`src/msx_cfg_pkg.sv`:
```
`default_nettype none

package msx_cfg_pkg;

   typedef enum logic {
      MSX1 = 1'b0,
      MSX2 = 1'b1
   } machine_t;

   // machine configuration, static while running
   typedef struct packed {
      machine_t msx_typ;
   } msx_cfg_t;

   // psg channel mix, unsigned
   localparam int PSG_W   = 10;
   // cartridge sound, signed
   localparam int CART_W  = 16;
   // mixer output, signed
   localparam int AUDIO_W = 16;

endpackage

`default_nettype wire

```
`src/msx_bus_pkg.sv`:
```
`default_nettype none

package msx_bus_pkg;

   // cpu outputs as every peripheral sees them
   typedef struct packed {
      logic [15:0] addr;
      logic [7:0]  dout;
      logic        iorq_n;
      logic        mreq_n;
      logic        rd_n;
      logic        wr_n;
      logic        m1_n;
   } z80_bus_t;

   // active high, i/o cycles outside m1 only
   typedef struct packed {
      logic vdp;
      logic psg;
      logic ppi;
      logic rtc;
   } io_sel_t;

   // one slot number per 16 kb page, page0 in the low bits
   typedef struct packed {
      logic [1:0] page3;
      logic [1:0] page2;
      logic [1:0] page1;
      logic [1:0] page0;
   } psl_pages_t;

   // port a as the cpu sees it and as the slot selector sees it
   typedef union packed {
      logic [7:0] raw;
      psl_pages_t pages;
   } psl_reg_u;

   // upper bits of the low port address byte
   localparam logic [4:0] PORT_VDP = 5'b10011;   // 98h-9fh
   localparam logic [4:0] PORT_PSG = 5'b10100;   // a0h-a7h
   localparam logic [5:0] PORT_PPI = 6'b101010;  // a8h-abh
   localparam logic [6:0] PORT_RTC = 7'b1011010; // b4h-b5h

   // mode 0 control word: port a out, port b in, port c out
   localparam logic [7:0] PPI_MODE_WORD = 8'h82;

endpackage

`default_nettype wire
```
`src/msx_io.sv`:
```
`default_nettype none

module msx_io (
   input  logic                                    clk21m,
   input  logic                                    exwait_n,
   input  msx_bus_pkg::z80_bus_t                   bus_i,
   input  logic                                    ce_3m58_i,
   input  msx_cfg_pkg::msx_cfg_t                   cfg_i,
   input  logic        [7:0]                       kb_col_i,
   input  logic        [msx_cfg_pkg::PSG_W-1:0]    psg_sound_i,
   input  logic signed [msx_cfg_pkg::CART_W-1:0]   cart_sound_i,
   input  logic                                    cas_audio_i,
   input  logic        [7:0]                       vdp_rd_i,
   input  logic        [7:0]                       rtc_rd_i,
   input  logic        [7:0]                       psg_rd_i,
   input  logic        [7:0]                       slot_rd_i,
   output logic        [7:0]                       cpu_di_o,
   output logic                                    wait_n_o,
   output msx_bus_pkg::io_sel_t                    sel_o,
   output logic        [1:0]                       slot_o,
   output logic        [3:0]                       kb_row_o,
   output logic                                    cas_motor_o,
   output logic signed [msx_cfg_pkg::AUDIO_W-1:0]  audio_o
);

   logic [7:0] ppi_rd;
   logic       key_click;

   msx_io_decode u_decode (
      .bus_i     (bus_i),
      .cfg_i     (cfg_i),
      .vdp_rd_i  (vdp_rd_i),
      .rtc_rd_i  (rtc_rd_i),
      .psg_rd_i  (psg_rd_i),
      .ppi_rd_i  (ppi_rd),
      .slot_rd_i (slot_rd_i),
      .sel_o     (sel_o),
      .cpu_di_o  (cpu_di_o)
   );

   msx_ppi u_ppi (
      .clk21m      (clk21m),
      .exwait_n    (exwait_n),
      .bus_i       (bus_i),
      .ppi_sel_i   (sel_o.ppi),
      .kb_col_i    (kb_col_i),
      .ppi_rd_o    (ppi_rd),
      .slot_o      (slot_o),
      .kb_row_o    (kb_row_o),
      .cas_motor_o (cas_motor_o),
      .key_click_o (key_click)
   );

   msx_wait_gen u_wait (
      .clk21m    (clk21m),
      .exwait_n  (exwait_n),
      .m1_n_i    (bus_i.m1_n),
      .ce_3m58_i (ce_3m58_i),
      .wait_n_o  (wait_n_o)
   );

   msx_audio_mix u_mix (
      .clk21m       (clk21m),
      .exwait_n     (exwait_n),
      .psg_sound_i  (psg_sound_i),
      .key_click_i  (key_click),
      .cas_audio_i  (cas_audio_i),
      .cas_motor_i  (cas_motor_o),
      .cart_sound_i (cart_sound_i),
      .audio_o      (audio_o)
   );

endmodule

`default_nettype wire

```
`src/msx_audio_mix.sv`:
```
`default_nettype none

module msx_audio_mix (
   input  logic                                    clk21m,
   input  logic                                    exwait_n,
   input  logic        [msx_cfg_pkg::PSG_W-1:0]    psg_sound_i,
   input  logic                                    key_click_i,
   input  logic                                    cas_audio_i,
   input  logic                                    cas_motor_i,
   input  logic signed [msx_cfg_pkg::CART_W-1:0]   cart_sound_i,
   output logic signed [msx_cfg_pkg::AUDIO_W-1:0]  audio_o
);

   localparam int CW = msx_cfg_pkg::CART_W;
   localparam int AW = msx_cfg_pkg::AUDIO_W;

   logic [msx_cfg_pkg::PSG_W-1:0] psg_mix;
   logic [CW:0]                   fm;
   logic [CW:0]                   sum;
   logic [AW-1:0]                 sat;

   // click and tape monitor ride on the psg level, wraps in 10 bits
   assign psg_mix = psg_sound_i + {key_click_i, 5'b00000} +
                    {cas_audio_i & ~cas_motor_i, 4'b0000};
   assign fm      = {{(CW - msx_cfg_pkg::PSG_W - 3){1'b0}}, psg_mix, 4'b0000};
   assign sum     = {cart_sound_i[CW-1], cart_sound_i} + fm;

   // top three bits agree, so the sum fits after dropping two of them
   always_comb begin
      case (sum[CW:CW-2])
         3'b000, 3'b111: sat = {sum[CW], sum[CW-3:0], 1'b0};
         default:        sat = sum[CW] ? {1'b1, {(AW-1){1'b0}}} : {1'b0, {(AW-1){1'b1}}};
      endcase
   end

   always_ff @(posedge clk21m or negedge exwait_n) begin
      if (!exwait_n) begin
         audio_o <= '0;
      end else begin
         audio_o <= sat;
      end
   end

endmodule

`default_nettype wire

```
`src/msx_wait_gen.sv`:
```
`default_nettype none

module msx_wait_gen (
   input  logic clk21m,
   input  logic exwait_n,
   input  logic m1_n_i,
   input  logic ce_3m58_i,
   output logic wait_n_o
);

   logic wait_q;
   logic done_q;

   // one wait period per opcode fetch
   always_ff @(posedge clk21m or negedge exwait_n) begin
      if (!exwait_n) begin
         wait_q <= 1'b0;
         done_q <= 1'b0;
      end else if (ce_3m58_i) begin
         if (m1_n_i) begin
            // m1 over, arm for the next fetch
            wait_q <= 1'b0;
            done_q <= 1'b0;
         end else if (wait_q) begin
            wait_q <= 1'b0;
            done_q <= 1'b1;
         end else if (!done_q) begin
            wait_q <= 1'b1;
         end
      end
   end

   assign wait_n_o = ~wait_q;

endmodule

`default_nettype wire

```
`src/msx_ppi.sv`:
```
`default_nettype none

module msx_ppi (
   input  logic                  clk21m,
   input  logic                  exwait_n,
   input  msx_bus_pkg::z80_bus_t bus_i,
   input  logic                  ppi_sel_i,
   input  logic [7:0]            kb_col_i,
   output logic [7:0]            ppi_rd_o,
   output logic [1:0]            slot_o,
   output logic [3:0]            kb_row_o,
   output logic                  cas_motor_o,
   output logic                  key_click_o
);

   msx_bus_pkg::psl_reg_u port_a;
   logic [7:0]            port_c;
   logic                  map_valid;
   logic                  ppi_wr;
   logic [1:0]            page_slot;

   assign ppi_wr = ppi_sel_i & ~bus_i.wr_n;

   // register writes, offset in addr[1:0]
   always_ff @(posedge clk21m or negedge exwait_n) begin
      if (!exwait_n) begin
         port_a.raw <= '0;
         port_c     <= '0;
      end else if (ppi_wr) begin
         case (bus_i.addr[1:0])
            2'd0: port_a.raw <= bus_i.dout;
            2'd2: port_c     <= bus_i.dout;
            2'd3: begin
               // bit set/reset, mode words are dropped
               if (!bus_i.dout[7]) begin
                  port_c[bus_i.dout[3:1]] <= bus_i.dout[0];
               end
            end
            // port b is input only
            default: ;
         endcase
      end
   end

   // slot map holds garbage until the bios touches the ppi
   always_ff @(posedge clk21m or negedge exwait_n) begin
      if (!exwait_n) begin
         map_valid <= 1'b0;
      end else if (ppi_sel_i) begin
         map_valid <= 1'b1;
      end
   end

   always_comb begin
      case (bus_i.addr[1:0])
         2'd0:    ppi_rd_o = port_a.raw;
         2'd1:    ppi_rd_o = kb_col_i;
         2'd2:    ppi_rd_o = port_c;
         default: ppi_rd_o = msx_bus_pkg::PPI_MODE_WORD;
      endcase
   end

   // page field for the current cpu address
   always_comb begin
      case (bus_i.addr[15:14])
         2'd0:    page_slot = port_a.pages.page0;
         2'd1:    page_slot = port_a.pages.page1;
         2'd2:    page_slot = port_a.pages.page2;
         default: page_slot = port_a.pages.page3;
      endcase
   end

   assign slot_o = map_valid ? page_slot : 2'b00;

   assign kb_row_o    = port_c[3:0];
   assign cas_motor_o = port_c[4];
   assign key_click_o = port_c[7];

endmodule

`default_nettype wire

```
`src/msx_io_decode.sv`:
```
`default_nettype none

module msx_io_decode (
   input  msx_bus_pkg::z80_bus_t bus_i,
   input  msx_cfg_pkg::msx_cfg_t cfg_i,
   input  logic [7:0]            vdp_rd_i,
   input  logic [7:0]            rtc_rd_i,
   input  logic [7:0]            psg_rd_i,
   input  logic [7:0]            ppi_rd_i,
   input  logic [7:0]            slot_rd_i,
   output msx_bus_pkg::io_sel_t  sel_o,
   output logic [7:0]            cpu_di_o
);

   logic io_cyc;
   logic is_msx2;

   // interrupt acknowledge also drives iorq_n, so m1 must be high
   assign io_cyc  = ~bus_i.iorq_n & bus_i.m1_n;
   assign is_msx2 = (cfg_i.msx_typ == msx_cfg_pkg::MSX2);

   always_comb begin
      sel_o     = '0;
      sel_o.vdp = io_cyc && (bus_i.addr[7:3] == msx_bus_pkg::PORT_VDP);
      sel_o.psg = io_cyc && (bus_i.addr[7:3] == msx_bus_pkg::PORT_PSG);
      sel_o.ppi = io_cyc && (bus_i.addr[7:2] == msx_bus_pkg::PORT_PPI);
      // msx1 has no clock chip
      sel_o.rtc = io_cyc && is_msx2 &&
                  (bus_i.addr[7:1] == msx_bus_pkg::PORT_RTC);
   end

   // cpu read data, fixed priority
   always_comb begin
      if (bus_i.rd_n) begin
         cpu_di_o = 8'hFF;
      end else if (sel_o.vdp) begin
         cpu_di_o = vdp_rd_i;
      end else if (sel_o.rtc) begin
         cpu_di_o = rtc_rd_i;
      end else if (sel_o.psg) begin
         cpu_di_o = psg_rd_i;
      end else if (sel_o.ppi) begin
         cpu_di_o = ppi_rd_i;
      end else begin
         // memory and unclaimed ports fall through to the slots
         cpu_di_o = slot_rd_i;
      end
   end

endmodule

`default_nettype wire

```
`config.mk`:
```
export PLATFORM = sky130hd
export DESIGN_NAME = msx_io
export DESIGN_NICKNAME = d
export VERILOG_FILES = /design/src/msx_cfg_pkg.sv /design/src/msx_bus_pkg.sv /design/src/msx_io.sv /design/src/msx_audio_mix.sv /design/src/msx_wait_gen.sv /design/src/msx_ppi.sv /design/src/msx_io_decode.sv
export SDC_FILE = /design/constraint.sdc
export NUM_CORES = 1
export LEC_CHECK = 0
export BUFFER_PORTS_ARGS = -buffer_cell sky130_fd_sc_hd__buf_2
export CAP_MARGIN = 20
export CORE_ASPECT_RATIO = 2
export CORE_UTILIZATION = 51
export CTS_CLUSTER_SIZE = 24
export DETAILED_ROUTE_END_ITERATION = 12
export GPL_TIMING_DRIVEN = 0
export PLACE_DENSITY_LB_ADDON = 0.1
export SETUP_SLACK_MARGIN = 0.3
export SLEW_MARGIN = 20
export SYNTH_ARGS = -nofsm -noshare
export SYNTH_HDL_FRONTEND = slang
export SYNTH_SLANG_ARGS = --single-unit
```
`constraint.sdc`:
```
create_clock -name clk21m -period 4.3 [get_ports clk21m]
set_input_delay 0.43 -clock clk21m [delete_from_list [all_inputs] [get_ports clk21m]]
set_output_delay 0.43 -clock clk21m [all_outputs]
set_load 0.005 [all_outputs]
```
After elaboration in Yosys (flattened, before gate mapping)
Index checks and enable logic that the tools add are counted.
- output and inout port bits: 36
- register bits: 35
- word-level logic and storage cells: 64
- input bits: 100
- reduce and logical (&&, ||, !) cells: 15
- bitwise operators: 7
- muxes and demuxes: 20
- add/subtract/negate cells: 3
- equality and inequality tests: 11
- $lt $le $gt $ge: 2
- operators with widths (operator ; number):
    $mux 8 ; 6
    $mux 16 ; 2
    $pmux 8 s3 ; 1
    $add 16x15->17 ; 1
    $pmux 8 s2 ; 1
    $add 10x5->10 ; 1
    $add 10x6->10 ; 1
    $eq 5x5->1 const B ; 2
    $bwmux 8 ; 1
    $eq 7x7->1 const B ; 1
    $eq 2x2->1 const B ; 3
    $eq 6x6->1 const B ; 1
    $logic_and 1x1->1 ; 6
    $mux 1 ; 6
    $pmux 2 s3 ; 1
    $eq 2x1->1 const B ; 2
    $logic_not 2->1 ; 2
    $lt 3x4->1 const B ; 1
    $not 1->1 ; 4
    $reduce_and 2->1 ; 2
    $reduce_bool 2->1 ; 2
    $and 1x1->1 ; 3
    $demux 1 s3 ; 1
    $eq 3x3->1 const B ; 1
    other kinds (6) ; 6

Logic depth before layout (Yosys ltp)
Gate-level depths: netlist of run 1.
- depth after elaboration: 8
- gate-level depth with buffers: 13
- gate-level depth less buffers: 13

Hierarchy
From an unflattened synthesis of run 1, not the netlist that was laid out.
- cell total of the unflattened synthesis: 358
- area total of the unflattened synthesis: 3204.3 um^2
- by module, submodules not included (module ; cells an instance ; area an instance (um^2) ; times used ; sequential area each (um^2)):
    msx_audio_mix ; 141 ; 1265.0 ; 1 ; 400.4
    msx_ppi ; 124 ; 1234.9 ; 1 ; 425.4
    msx_io_decode ; 86 ; 625.6 ; 1 ; 0.0
    msx_wait_gen ; 7 ; 78.8 ; 1 ; 50.0

Worst setup path before layout of run 1
Ideal clock, no wire load.
- kind: input port to flip-flop
- start point: input cas_audio_i
- end point: register u_mix.audio_o[7] (netlist name)
- required time: 4.152 ns
- library setup time: 0.148 ns
- stages: 11
- buffers on the path: 0
- setup slack: 1.199 ns
- data arrival time: 2.953 ns
- cell sequence: nor2b_1 ha_1 fa_1 xor2_1 ha_1 a21o_1 a31o_2 a211oi_4 nand2_1 nor4_1 nor4_1
- cells in the longest elaborated chain, start to end: 6
- elaborated cells on any way between the ends: 8
- classes of those cells: 2 x add/sub; 1 x eq/ne; 2 x mux; 1 x bitwise; 2 x reduce/logical
- RTL lines (what ; RTL line ; source):
    start, declared ; msx_io.sv:12 ; input logic cas_audio_i,
    $and 1x1->1 (*) ; msx_audio_mix.sv:24 ; {cas_audio_i & ~cas_motor_i, 4'b0000};
    $add 10x5->10 (*) ; msx_audio_mix.sv:23 ; assign psg_mix = psg_sound_i + {key_click_i, 5'b00000} +
    $add 16x15->17 (*) ; msx_audio_mix.sv:26 ; assign sum = {cart_sound_i[CW-1], cart_sound_i} + fm;
    $eq 3x3->1 / $logic_not 3->1 (equally long branches) ; msx_audio_mix.sv:30 ; case (sum[CW:CW-2])
    $reduce_or 2->1 ; msx_audio_mix.sv:30 ;
    $mux 16 (*) ; msx_audio_mix.sv:30 ;
    net u_mix.sat[7] ; msx_audio_mix.sv:20 ; logic [AW-1:0] sat;
    end signal, assigned ; msx_audio_mix.sv:40 ; audio_o <= sat;
    end, declared ; msx_audio_mix.sv:11 ; output logic signed [msx_cfg_pkg::AUDIO_W-1:0] audio_o
Mark *: on every way through the listed nets, which the timed path passes. The rest lies on a longest branch.
A chain may end at the register's enable or synchronous reset.

Worst setup path after layout of run 1
- start point: register u_ppi.port_c[4]
- end point: register u_mix.audio_o[13] (netlist name)
- cells in the longest elaborated chain, start to end: 7
- elaborated cells on any way between the ends: 9
- classes of those cells: 2 x add/sub; 1 x eq/ne; 2 x mux; 2 x bitwise; 2 x reduce/logical
- RTL lines (what ; RTL line ; source):
    start, declared ; msx_ppi.sv:17 ; logic [7:0] port_c;
    start signal, assigned ; msx_ppi.sv:32 ; 2'd2: port_c <= bus_i.dout;
    start signal, assigned by index ; msx_ppi.sv:36 ; port_c[bus_i.dout[3:1]] <= bus_i.dout[0];
    $not 1->1 (*) ; msx_audio_mix.sv:24 ;
    $and 1x1->1 (*) ; msx_audio_mix.sv:24 ;
    $add 10x5->10 (*) ; msx_audio_mix.sv:23 ;
    $add 16x15->17 (*) ; msx_audio_mix.sv:26 ;
    $eq 3x3->1 / $logic_not 3->1 (equally long branches) ; msx_audio_mix.sv:30 ;
    $reduce_or 2->1 ; msx_audio_mix.sv:30 ;
    $mux 16 (*) ; msx_audio_mix.sv:30 ;
    net u_mix.sat[13] ; msx_audio_mix.sv:20 ;
Marked as above.

==> metrics.txt, run 1 <==
Final TNS setup 0 ps; Crit Reg-Reg Startpoint u_ppi.port_c[4]; first-pass GRT wire length ~12000 um; IO buf count 122; IR drop worst, VDD just over 200 uV; dpl hpwl just under 7000 um; final setup fails 0; critical path class reg2reg; row cnt 38; synth warn 0; ys async rst share 100%; DRC 0; CP Depth 11; Worst Path Buf+Inv 1; syn_nets 440; pre-CTS setup slack between 600 and 700 ps; Hold-fix buffers, CTS 0; FF-to-FF path depth 11; CP Cell Sequence nor2b_1 -> ha_1 -> fa_1 -> xor2_1 -> ha_1 -> nand4_1 -> a211oi_1 -> a211oi_4 -> nor4_1 -> buf_4 -> o31ai_1; cell area after layout 3590 um2; routability cong. between 0.9 and 1; synthesized area between 2000 and 3000 um2; Max clock buf depth 2; Hold/Removal Path Class in2async; I/O pin cnt between 100 and 150; Critical Path Max Stage Delay 550 ps; diodes inserted 0; number of buffers created by CTS 5; Finished Layout Cells 514; status finished, final reports clean; f_max 288 MHz; clock latency on the worst-skew pair 290 ps; maximum capacitance violations 0; Clock Skew about 3.2 ps; global router's overall resource usage just under 30%; via count just under 3000; PD cells around 250 nW/um2; Tcrit/Tclk final between 80 and 90%; effective utilization at floorplan a little over half; # clock sinks 35; post-synthesis instance total 325; ys flop type dfrtp_1; initial antenna violation count 0; Worst setup EP type register; critical path fanouts, max 10; DR pass1 iterations 4; Layout area overhead 27.2%; die area roughly 6000 um2; unrepaired setup endpoints after global routing no; Filler cells 506; share of layout cells above drive strength 1 around 37%; Die H between 100 and 150 um; worst r2r dst u_mix.audio_o[13]; #FFs+latches synth 35; reg2reg setup slack roughly 800 ps; CTS tree built; Required @ worst endpoint 4430 ps; pin count of the biggest net entering global routing 36; Syn Area/Cell 8.69 um2; crit start category register; top cell type's share of synthesized area a little under a third; clk root buf clkbuf_8; delay-heaviest family, CP adder cells; Area contributors post-synth dfrtp_1 (31%), a21oi_1 (7.1%), ha_1 (5.8%); dpl cell area ~3500 um2; vias in the first global route roughly 2800; worst-path cell with the longest stage delay nor4_1; Worst-Margin Slew ~760 ps; Netlist cell types between 60 and 70; Tmin final roughly 3500 ps; Worst setup startpoint u_ppi.port_c[4]; fin nets 569; cell accounting for the most synthesized area dfrtp_1; worst relative slew slack approximately 49%; Setup crit end u_mix.audio_o[13]; First DRT Iteration DRCs 66; most frequent cell on the critical path ha_1; data arrival time of the worst path 3610 ps; Fin. Hold Viols 0; Vias/cell 5.77; Final WS setup around 800 ps; Post-synth EDFFs 0; total wire length 8060 um; Setup Fix Bufs, Post-CTS 0; Synth top cells by count a21oi_1 (40), dfrtp_1 (35), o21ai_0 (31); LEAKAGE about 1.8 nW; # H-tree levels 2; core region area roughly 5400 um2; count of pins over their slew limit 0; sequential-to-total area share from yosys stat around 31%; grt total ovfl 0; placed insts around 500; Avg WL per Cell about 16 um; Clock Pin Slew Worst Setup and Hold Paths roughly 70 ps; post_cts resized 0; Die X roughly 55 um; most frequent cell after synthesis a21oi_1; Routed Antenna Nets 0
## stage by stage
stage	power, mW	hold slack [ps]	utilization [%]
floorplan	0.562	134	-
global placement	0.687	472	65.3
detailed placement	0.695	485	65.3
CTS	0.922	228	66.9
global route	0.974	269	66.9
finish	0.914	209	66.9
## flip-flops by register name (all words and copies together), names as in the netlist
signal           flops
u_ppi.port_c         8
u_wait.wait_q        1
u_ppi.map_valid      1
u_ppi.port_a         8
u_wait.done_q        1
u_mix.audio_o       16
## where the power goes
group / total, mW / internal, mW / leakage (nW) / switching [mW]
Clock: 0.225 / 0.110 / 0.0440 / 0.115
Sequential: 0.382 / 0.367 / 0.446 / 0.0141
Combinational: 0.308 / 0.146 / 1.33 / 0.161
## worst reg2reg max path: stages (launching register included)
cell and delay, ps:
dfrtp_1 430, nor2b_1 100, ha_1 200, fa_1 400
xor2_1 190, ha_1 400, nand4_1 140, a211oi_1 420
a211oi_4 80, nor4_1 550, buf_4 290, o31ai_1 120
## layout by cell type, fill, tap and decap left out, types with 3 or more instances in the layout
| cell | Yosys | final |
|---|---|---|
| nor2_1 | 13 | 13 |
| xor2_1 | 4 | 4 |
| a31oi_1 | 4 | 4 |
| clkbuf_8 | 0 | 5 |
| mux2_2 | 10 | 10 |
| buf_4 | 6 | 6 |
| ha_1 | 13 | 13 |
| buf_2 | 7 | 129 |
| mux2i_1 | 11 | 11 |
| a21oi_1 | 40 | 40 |
| a211o_1 | 4 | 4 |
| dfrtp_1 | 35 | 35 |
| nor2b_1 | 5 | 5 |
| a2bb2oi_1 | 4 | 4 |
| xnor2_1 | 6 | 6 |
| inv_1 | 16 | 16 |
| nor3_1 | 3 | 3 |
| and3_1 | 7 | 7 |
| clkbuf_1 | 11 | 11 |
| o21ai_0 | 31 | 31 |
| a211oi_1 | 9 | 9 |
| nand2_1 | 20 | 20 |
| or3_1 | 4 | 4 |
| o22ai_1 | 4 | 4 |
| nor4_1 | 4 | 4 |
| nand3_1 | 6 | 6 |
| nand2b_1 | 4 | 4 |
## worst min path at each step
stage / to / startpoint / slack, ps
4_1_cts: u_ppi.port_c[2] / exwait_n / 230
6_report: u_ppi.port_c[2] / exwait_n / 210
5_1_grt: u_ppi.port_c[1] / exwait_n / 270
2_1_floorplan: u_mix.audio_o[0] / exwait_n / 130
3_3_place_gp: u_ppi.map_valid / u_ppi.map_valid / 470
3_5_place_dp: u_ppi.map_valid / u_ppi.map_valid / 490
## final cells by class
type                            count  area [um2]  area share, %
Buffer                             25         125           3.48
Sequential cell                    35         876           24.4
Clock buffer                        5        68.8           1.92
Clock inverter                      2        13.8          0.383
Inverter                           17        63.8           1.78
Multi-Input combinational cell    248        1760           49.0
Tap cell                           60        75.1           2.09
Timing Repair Buffer              122         611           17.0
## logic make-up (layout without fill, tap and decap cells)
family | after synthesis | in the layout | synth area share [%]
AOI/OAI and AO/OA | 117 | 117 | 26.0
xor gates and xnor gates | 10 | 10 | 3.10
adders and majority gates | 16 | 16 | 7.58
buffers and inverters | 42 | 171 | 6.69
DFF | 35 | 35 | 31.0
muxes | 23 | 23 | 9.48
and+or+nand+nor | 82 | 82 | 16.2
## metal layers
layer	routed length [um]	GRT usage [%]	up-vias
met5	0	0	-
met4	414	18.7	0
met3	409	2.55	27
met2	4830	58.1	122
met1	2400	22.8	1369
li1	-	-	1446
No activity file was read; power rests on OpenSTA's default activity.
==> run 2: changes to the inputs <==
Settings changed: CORE_UTILIZATION 51 to 43.
Clock period 4.3 ns to 2.8 ns, I/O delays scaled along.
==> metrics.txt, run 2 (synthesis gave the netlist of run 1 again) <==
FF-to-FF path depth 12; Max clock buf depth 2; number of flip-flops in the largest register 16; count of pins over their slew limit 0; data arrival time of the worst path roughly 3100 ps; Final TNS setup -1870 ps; IR drop worst, VDD 318 uV; via count 3055; PD cells between 400 and 500 nW/um2; number of buffers created by CTS 5; largest registers u_mix.audio_o x16, u_ppi.port_a x8, u_ppi.port_c x8; CTS tree built; final setup fails 15; dpl hpwl around 7000 um; Hold-fix buffers, CTS 0; clock network fraction of design power 34.1%; commonest cells after routing, fill and taps aside buf_2 (129), dfrtp_1 (34), a21oi_1 (30), o21ai_0 (30), buf_4 (23); Clock Pin Slew Worst Setup and Hold Paths ~60 ps; global router's overall resource usage about 27%; LEAKAGE 2.02 nW; Fin. Hold Viols 0; IO buf count roughly 120; Tmin final just under 3000 ps; core region area roughly 6300 um2; clock latency on the worst-skew pair roughly 290 ps; pre-CTS setup slack -427 ps; status finished, violations left; Layout area overhead 50.0%; Die H 117 um; diodes inserted 0; internal power around 1.3 mW; Logic pwr share between 30% and 40%; Die X just under 60 um; # clock sinks 35; total wire length 9210 um; worst relative slew slack between 30 and 40%; Critical Path Max Stage Delay around 400 ps; worst hold margin about 65 ps; initial antenna violation count 0; Worst-Margin Slew around 940 ps; effective utilization at floorplan approximately 45%; Worst setup EP type register; Sw Share a little under a third; die area between 6000 and 7000 um2; clk root buf clkbuf_16; share of layout cells above drive strength 1 ~50%; Finished Layout Cells 559; CP Cell Sequence nor2b_2 -> ha_2 -> fa_2 -> xor2_2 -> ha_4 -> a21o_1 -> a31o_4 -> a211oi_4 -> buf_4 -> nand2_4 -> nor4_4 -> nor4_2; Hold/Removal Path Class in2async; I/O pin cnt about 140; most common cell after layout, fill and taps aside buf_2; DRC 0; worst-path cell with the longest stage delay fa_2; Biggest register u_mix.audio_o; first-pass GRT wire length about 13000 um; critical path class reg2reg; Required @ worst endpoint around 3000 ps; grt total ovfl 0; Clock Skew between 5 and 6 ps; crit start category register; DR pass1 iterations 4; Tcrit/Tclk final 106%; switching power 0.568 mW; unrepaired setup endpoints after global routing yes; worst r2r dst u_mix.audio_o[9]; Final Util between 60% and 70%; delay-heaviest family, CP adder cells; Worst Path Buf+Inv 1; # H-tree levels 2; Filler cells 585; failing checks setup timing; fin nets around 590; routability cong. approximately 0.90; row cnt 41; critical path fanouts, max 5; maximum capacitance violations 0; Final WS setup -168 ps; f_max roughly 340 MHz; First DRT Iteration DRCs 83; vias in the first global route ~3000; Routed Antenna Nets 0; Vias/cell approximately 5.5; Avg WL per Cell 16.5 um; register share of total power 31.5%; pin count of the biggest net entering global routing 36; reg2reg setup slack -170 ps; placed insts 533; Crit Reg-Reg Startpoint u_ppi.port_c[4]
==> run 2: changes by cell type in the layout (fill, tap and decap cells not counted), sizes merged <==
cell      previous run  this run
clkinv               2         0
clkinvlp             0         1
bufinv               0         1
buf                136       155
==> run 2: metrics by stage <==
step | area, um2 | power, mW
after floorplan | 2870 | 0.875
after global placement | 3590 | 1.07
after detailed placement | 3590 | 1.08
after CTS | 4020 | 1.79
after global routing | 4240 | 1.95
final | 4240 | 1.86
==> run 2: worst max-delay path by stage <==
stage / start / to / slack [ps] / depth (start not counted)
2_1_floorplan: u_ppi.port_c[4] / u_mix.audio_o[13] / -10 / 11
3_3_place_gp: cas_audio_i / u_mix.audio_o[13] / -410 / 12
3_5_place_dp: cas_audio_i / u_mix.audio_o[13] / -430 / 12
4_1_cts: u_ppi.port_c[4] / u_mix.audio_o[14] / -140 / 12
5_1_grt: u_ppi.port_c[4] / u_mix.audio_o[14] / -330 / 12
6_report: u_ppi.port_c[4] / u_mix.audio_o[9] / -170 / 12
==> run 2: timing repair <==
item / in CTS / in global routing
buffers inserted: 14 / 5
setup endpoints to repair: 16 / 16
gates resized for setup: 30 / 32
pin swaps: 11 / 17
==> run 2: power groups by stage <==
stage	Clock [mW]	Combinational [mW]	Sequential [mW]
after floorplan	0	0.276	0.599
after global routing	0.658	0.696	0.592
final	0.634	0.641	0.586
after detailed placement	0	0.488	0.595
after CTS	0.638	0.568	0.586
after global placement	0	0.480	0.595
==> run 2: area by class of cell <==
cell class                      instances  area (um2)  share of cell area, %
Timing Repair Buffer                  141         766                   18.1
Tap cell                               86         108                   2.54
Clock buffer                            5         125                   2.95
Sequential cell                        35         877                   20.7
Multi-Input combinational cell        248        2130                   50.3
Buffer                                 25         129                   3.04
Inverter                               17        63.8                   1.51
Clock inverter                          2        37.5                  0.886
==> run 2: routing by layer <==
metal	share of wire [%]	GRT usage, %	up-vias
met5	0	0	-
li1	-	-	1478
met2	59	55.7	124
met3	5.3	4.21	37
met4	5.9	20.3	0
met1	30	19.4	1416
==> run 3: changes to the inputs <==
Settings changed: CORE_ASPECT_RATIO 2 to default.
==> metrics.txt, run 3 (synthesis gave the netlist of run 1 again) <==
vias in the first global route approximately 2800; pin count of the biggest net entering global routing 36; Hold/Removal Path Class in2async; total wire length between 8000 and 9000 um; Final TNS setup -1350 ps; # clock sinks 35; worst-path cell with the longest stage delay dfrtp_1; Routed Antenna Nets 0; Avg WL per Cell about 15 um; unrepaired setup endpoints after global routing yes; Clock Skew 4.56 ps; PD cells between 400 and 500 nW/um2; IO buf count between 100 and 150; clock latency on the worst-skew pair about 290 ps; footprint of the multi-input gates ~1900 um2; worst hold margin about 71 ps; # H-tree levels 2; Final WS setup -133 ps; diodes inserted 0; Die H around 83 um; count of pins over their slew limit 0; Required @ worst endpoint about 3000 ps; CP Cell Sequence nor2b_2 -> ha_2 -> fa_2 -> xor2_1 -> ha_2 -> buf_6 -> nand4_1 -> a211oi_2 -> a211oi_4 -> buf_6 -> nor4_4 -> buf_2 -> a21oi_2; Logic pwr share between 30% and 40%; number of flip-flops in the largest register 16; dpl hpwl about 6000 um; critical path fanouts, max 5; Clock Pin Slew Worst Setup and Hold Paths about 80 ps; DRC 0; number of buffers created by CTS 5; crit start category register; routability cong. ~0.9; CTS tree built; final setup fails 15; Critical Path Max Stage Delay 380 ps; initial antenna violation count 0; data arrival time of the worst path between 3000 and 4000 ps; f_max between 300 and 400 MHz; First DRT Iteration DRCs ~120; Die X between 80 and 90 um; grt total ovfl 0; Worst setup EP type register; worst relative slew slack ~47%; Sw Share a little under a third; Fin. Hold Viols 0; global router's overall resource usage 23.4%; row cnt 29; maximum capacitance violations 0; Filler cells approximately 580; I/O pin cnt ~140; largest registers u_mix.audio_o x16, u_ppi.port_a x8, u_ppi.port_c x8; Worst Path Buf+Inv 3; Tmin final around 2900 ps; core region area roughly 6300 um2; share of layout cells above drive strength 1 a little under half; clock network fraction of design power between 20% and 30%; Vias/cell roughly 5.5; internal power about 1.1 mW; commonest cells after routing, fill and taps aside buf_2 (129), dfrtp_1 (34), a21oi_1 (31); IR drop worst, VDD about 230 uV; Worst-Margin Slew between 700 and 800 ps; Layout area overhead 39.8%; most common cell after layout, fill and taps aside buf_2; delay-heaviest family, CP adder cells; LEAKAGE just under 2 nW; status finished, violations left; DR pass1 iterations 4; clk root buf clkbuf_8; register share of total power 36.3%; Biggest register u_mix.audio_o; effective utilization at floorplan around 44%; Tcrit/Tclk final 105%; critical path class reg2reg; first-pass GRT wire length roughly 13000 um; fin nets just under 600; register area 877 um2; via count 3007; die area 6900 um2; switching power 0.496 mW; failing checks setup timing; Max clock buf depth 2
-- run 3: cell count changes in the layout (fill, tap and decap cells not counted), sizes merged --
cell	delta
buf	-2
clkbuf	+1
clkinv	+2
clkinvlp	-1
-- run 3: what timing repair did --
| action | in CTS | in global routing |
|---|---|---|
| hold endpoints to repair | 0 | 0 |
| hold buffers | 0 | 0 |
| setup endpoints to repair | 16 | 22 |
| gates cloned | 0 | 1 |
| pin swaps | 24 | 18 |
| setup buffers | 8 | 9 |
| resized for setup | 26 | 6 |
-- run 3: final timing paths --
path	startpoint	end	slack, ps	depth (start not counted)
worst max-delay path	u_ppi.port_c[4]	u_mix.audio_o[4]	-130	13
worst min-delay path	exwait_n	u_ppi.port_c[0]	70	1
worst max register to register	u_ppi.port_c[4]	u_mix.audio_o[4]	-130	13
worst min register to register	u_ppi.map_valid	u_ppi.map_valid	480	1
max in group asynchronous	exwait_n	u_ppi.port_c[7]	2190	1
min in group clk21m	bus_i[0]	u_wait.done_q	190	2
-- run 3: final cells by class --
cell class | count | area share [%]
plain buffers | 25 | 3.36
repair buffers | 140 | 19.1
inverters | 17 | 1.62
clock inverters | 3 | 1.11
multi-input cells | 248 | 48.4
clock buffers | 5 | 1.74
well taps | 77 | 2.44
flip-flops and latches | 35 | 22.2
-- run 3: stage by stage --
stage	setup WS, ps	power, mW	instances	instance area, um2	utilization (%)
final	-133	1.60	550	3950	62.2
after global routing	-269	1.70	550	3950	62.2
after CTS	-117	1.59	540	3850	60.7
after detailed placement	-323	1.07	524	3580	56.3
after global placement	-306	1.06	524	3580	56.3
after floorplan	-11.6	0.875	325	2870	-
-- run 3: power by group through the flow --
| stage | clock network [mW] | registers [mW] | logic (mW) |
|---|---|---|---|
| 6_report | 0.459 | 0.582 | 0.561 |
| 5_1_grt | 0.491 | 0.587 | 0.620 |
| 4_1_cts | 0.472 | 0.582 | 0.532 |
| 3_5_place_dp | 0 | 0.592 | 0.480 |
| 3_3_place_gp | 0 | 0.591 | 0.473 |
| 2_1_floorplan | 0 | 0.599 | 0.276 |
-- run 3: per-layer routing --
layer,vias to the layer above,track usage [%],part of all wire (%)
met5,-,0,0
met4,0,8.93,2.2
met3,11,2.98,5.2
met2,110,37.4,46
met1,1403,32.5,47
li1,1483,-,-
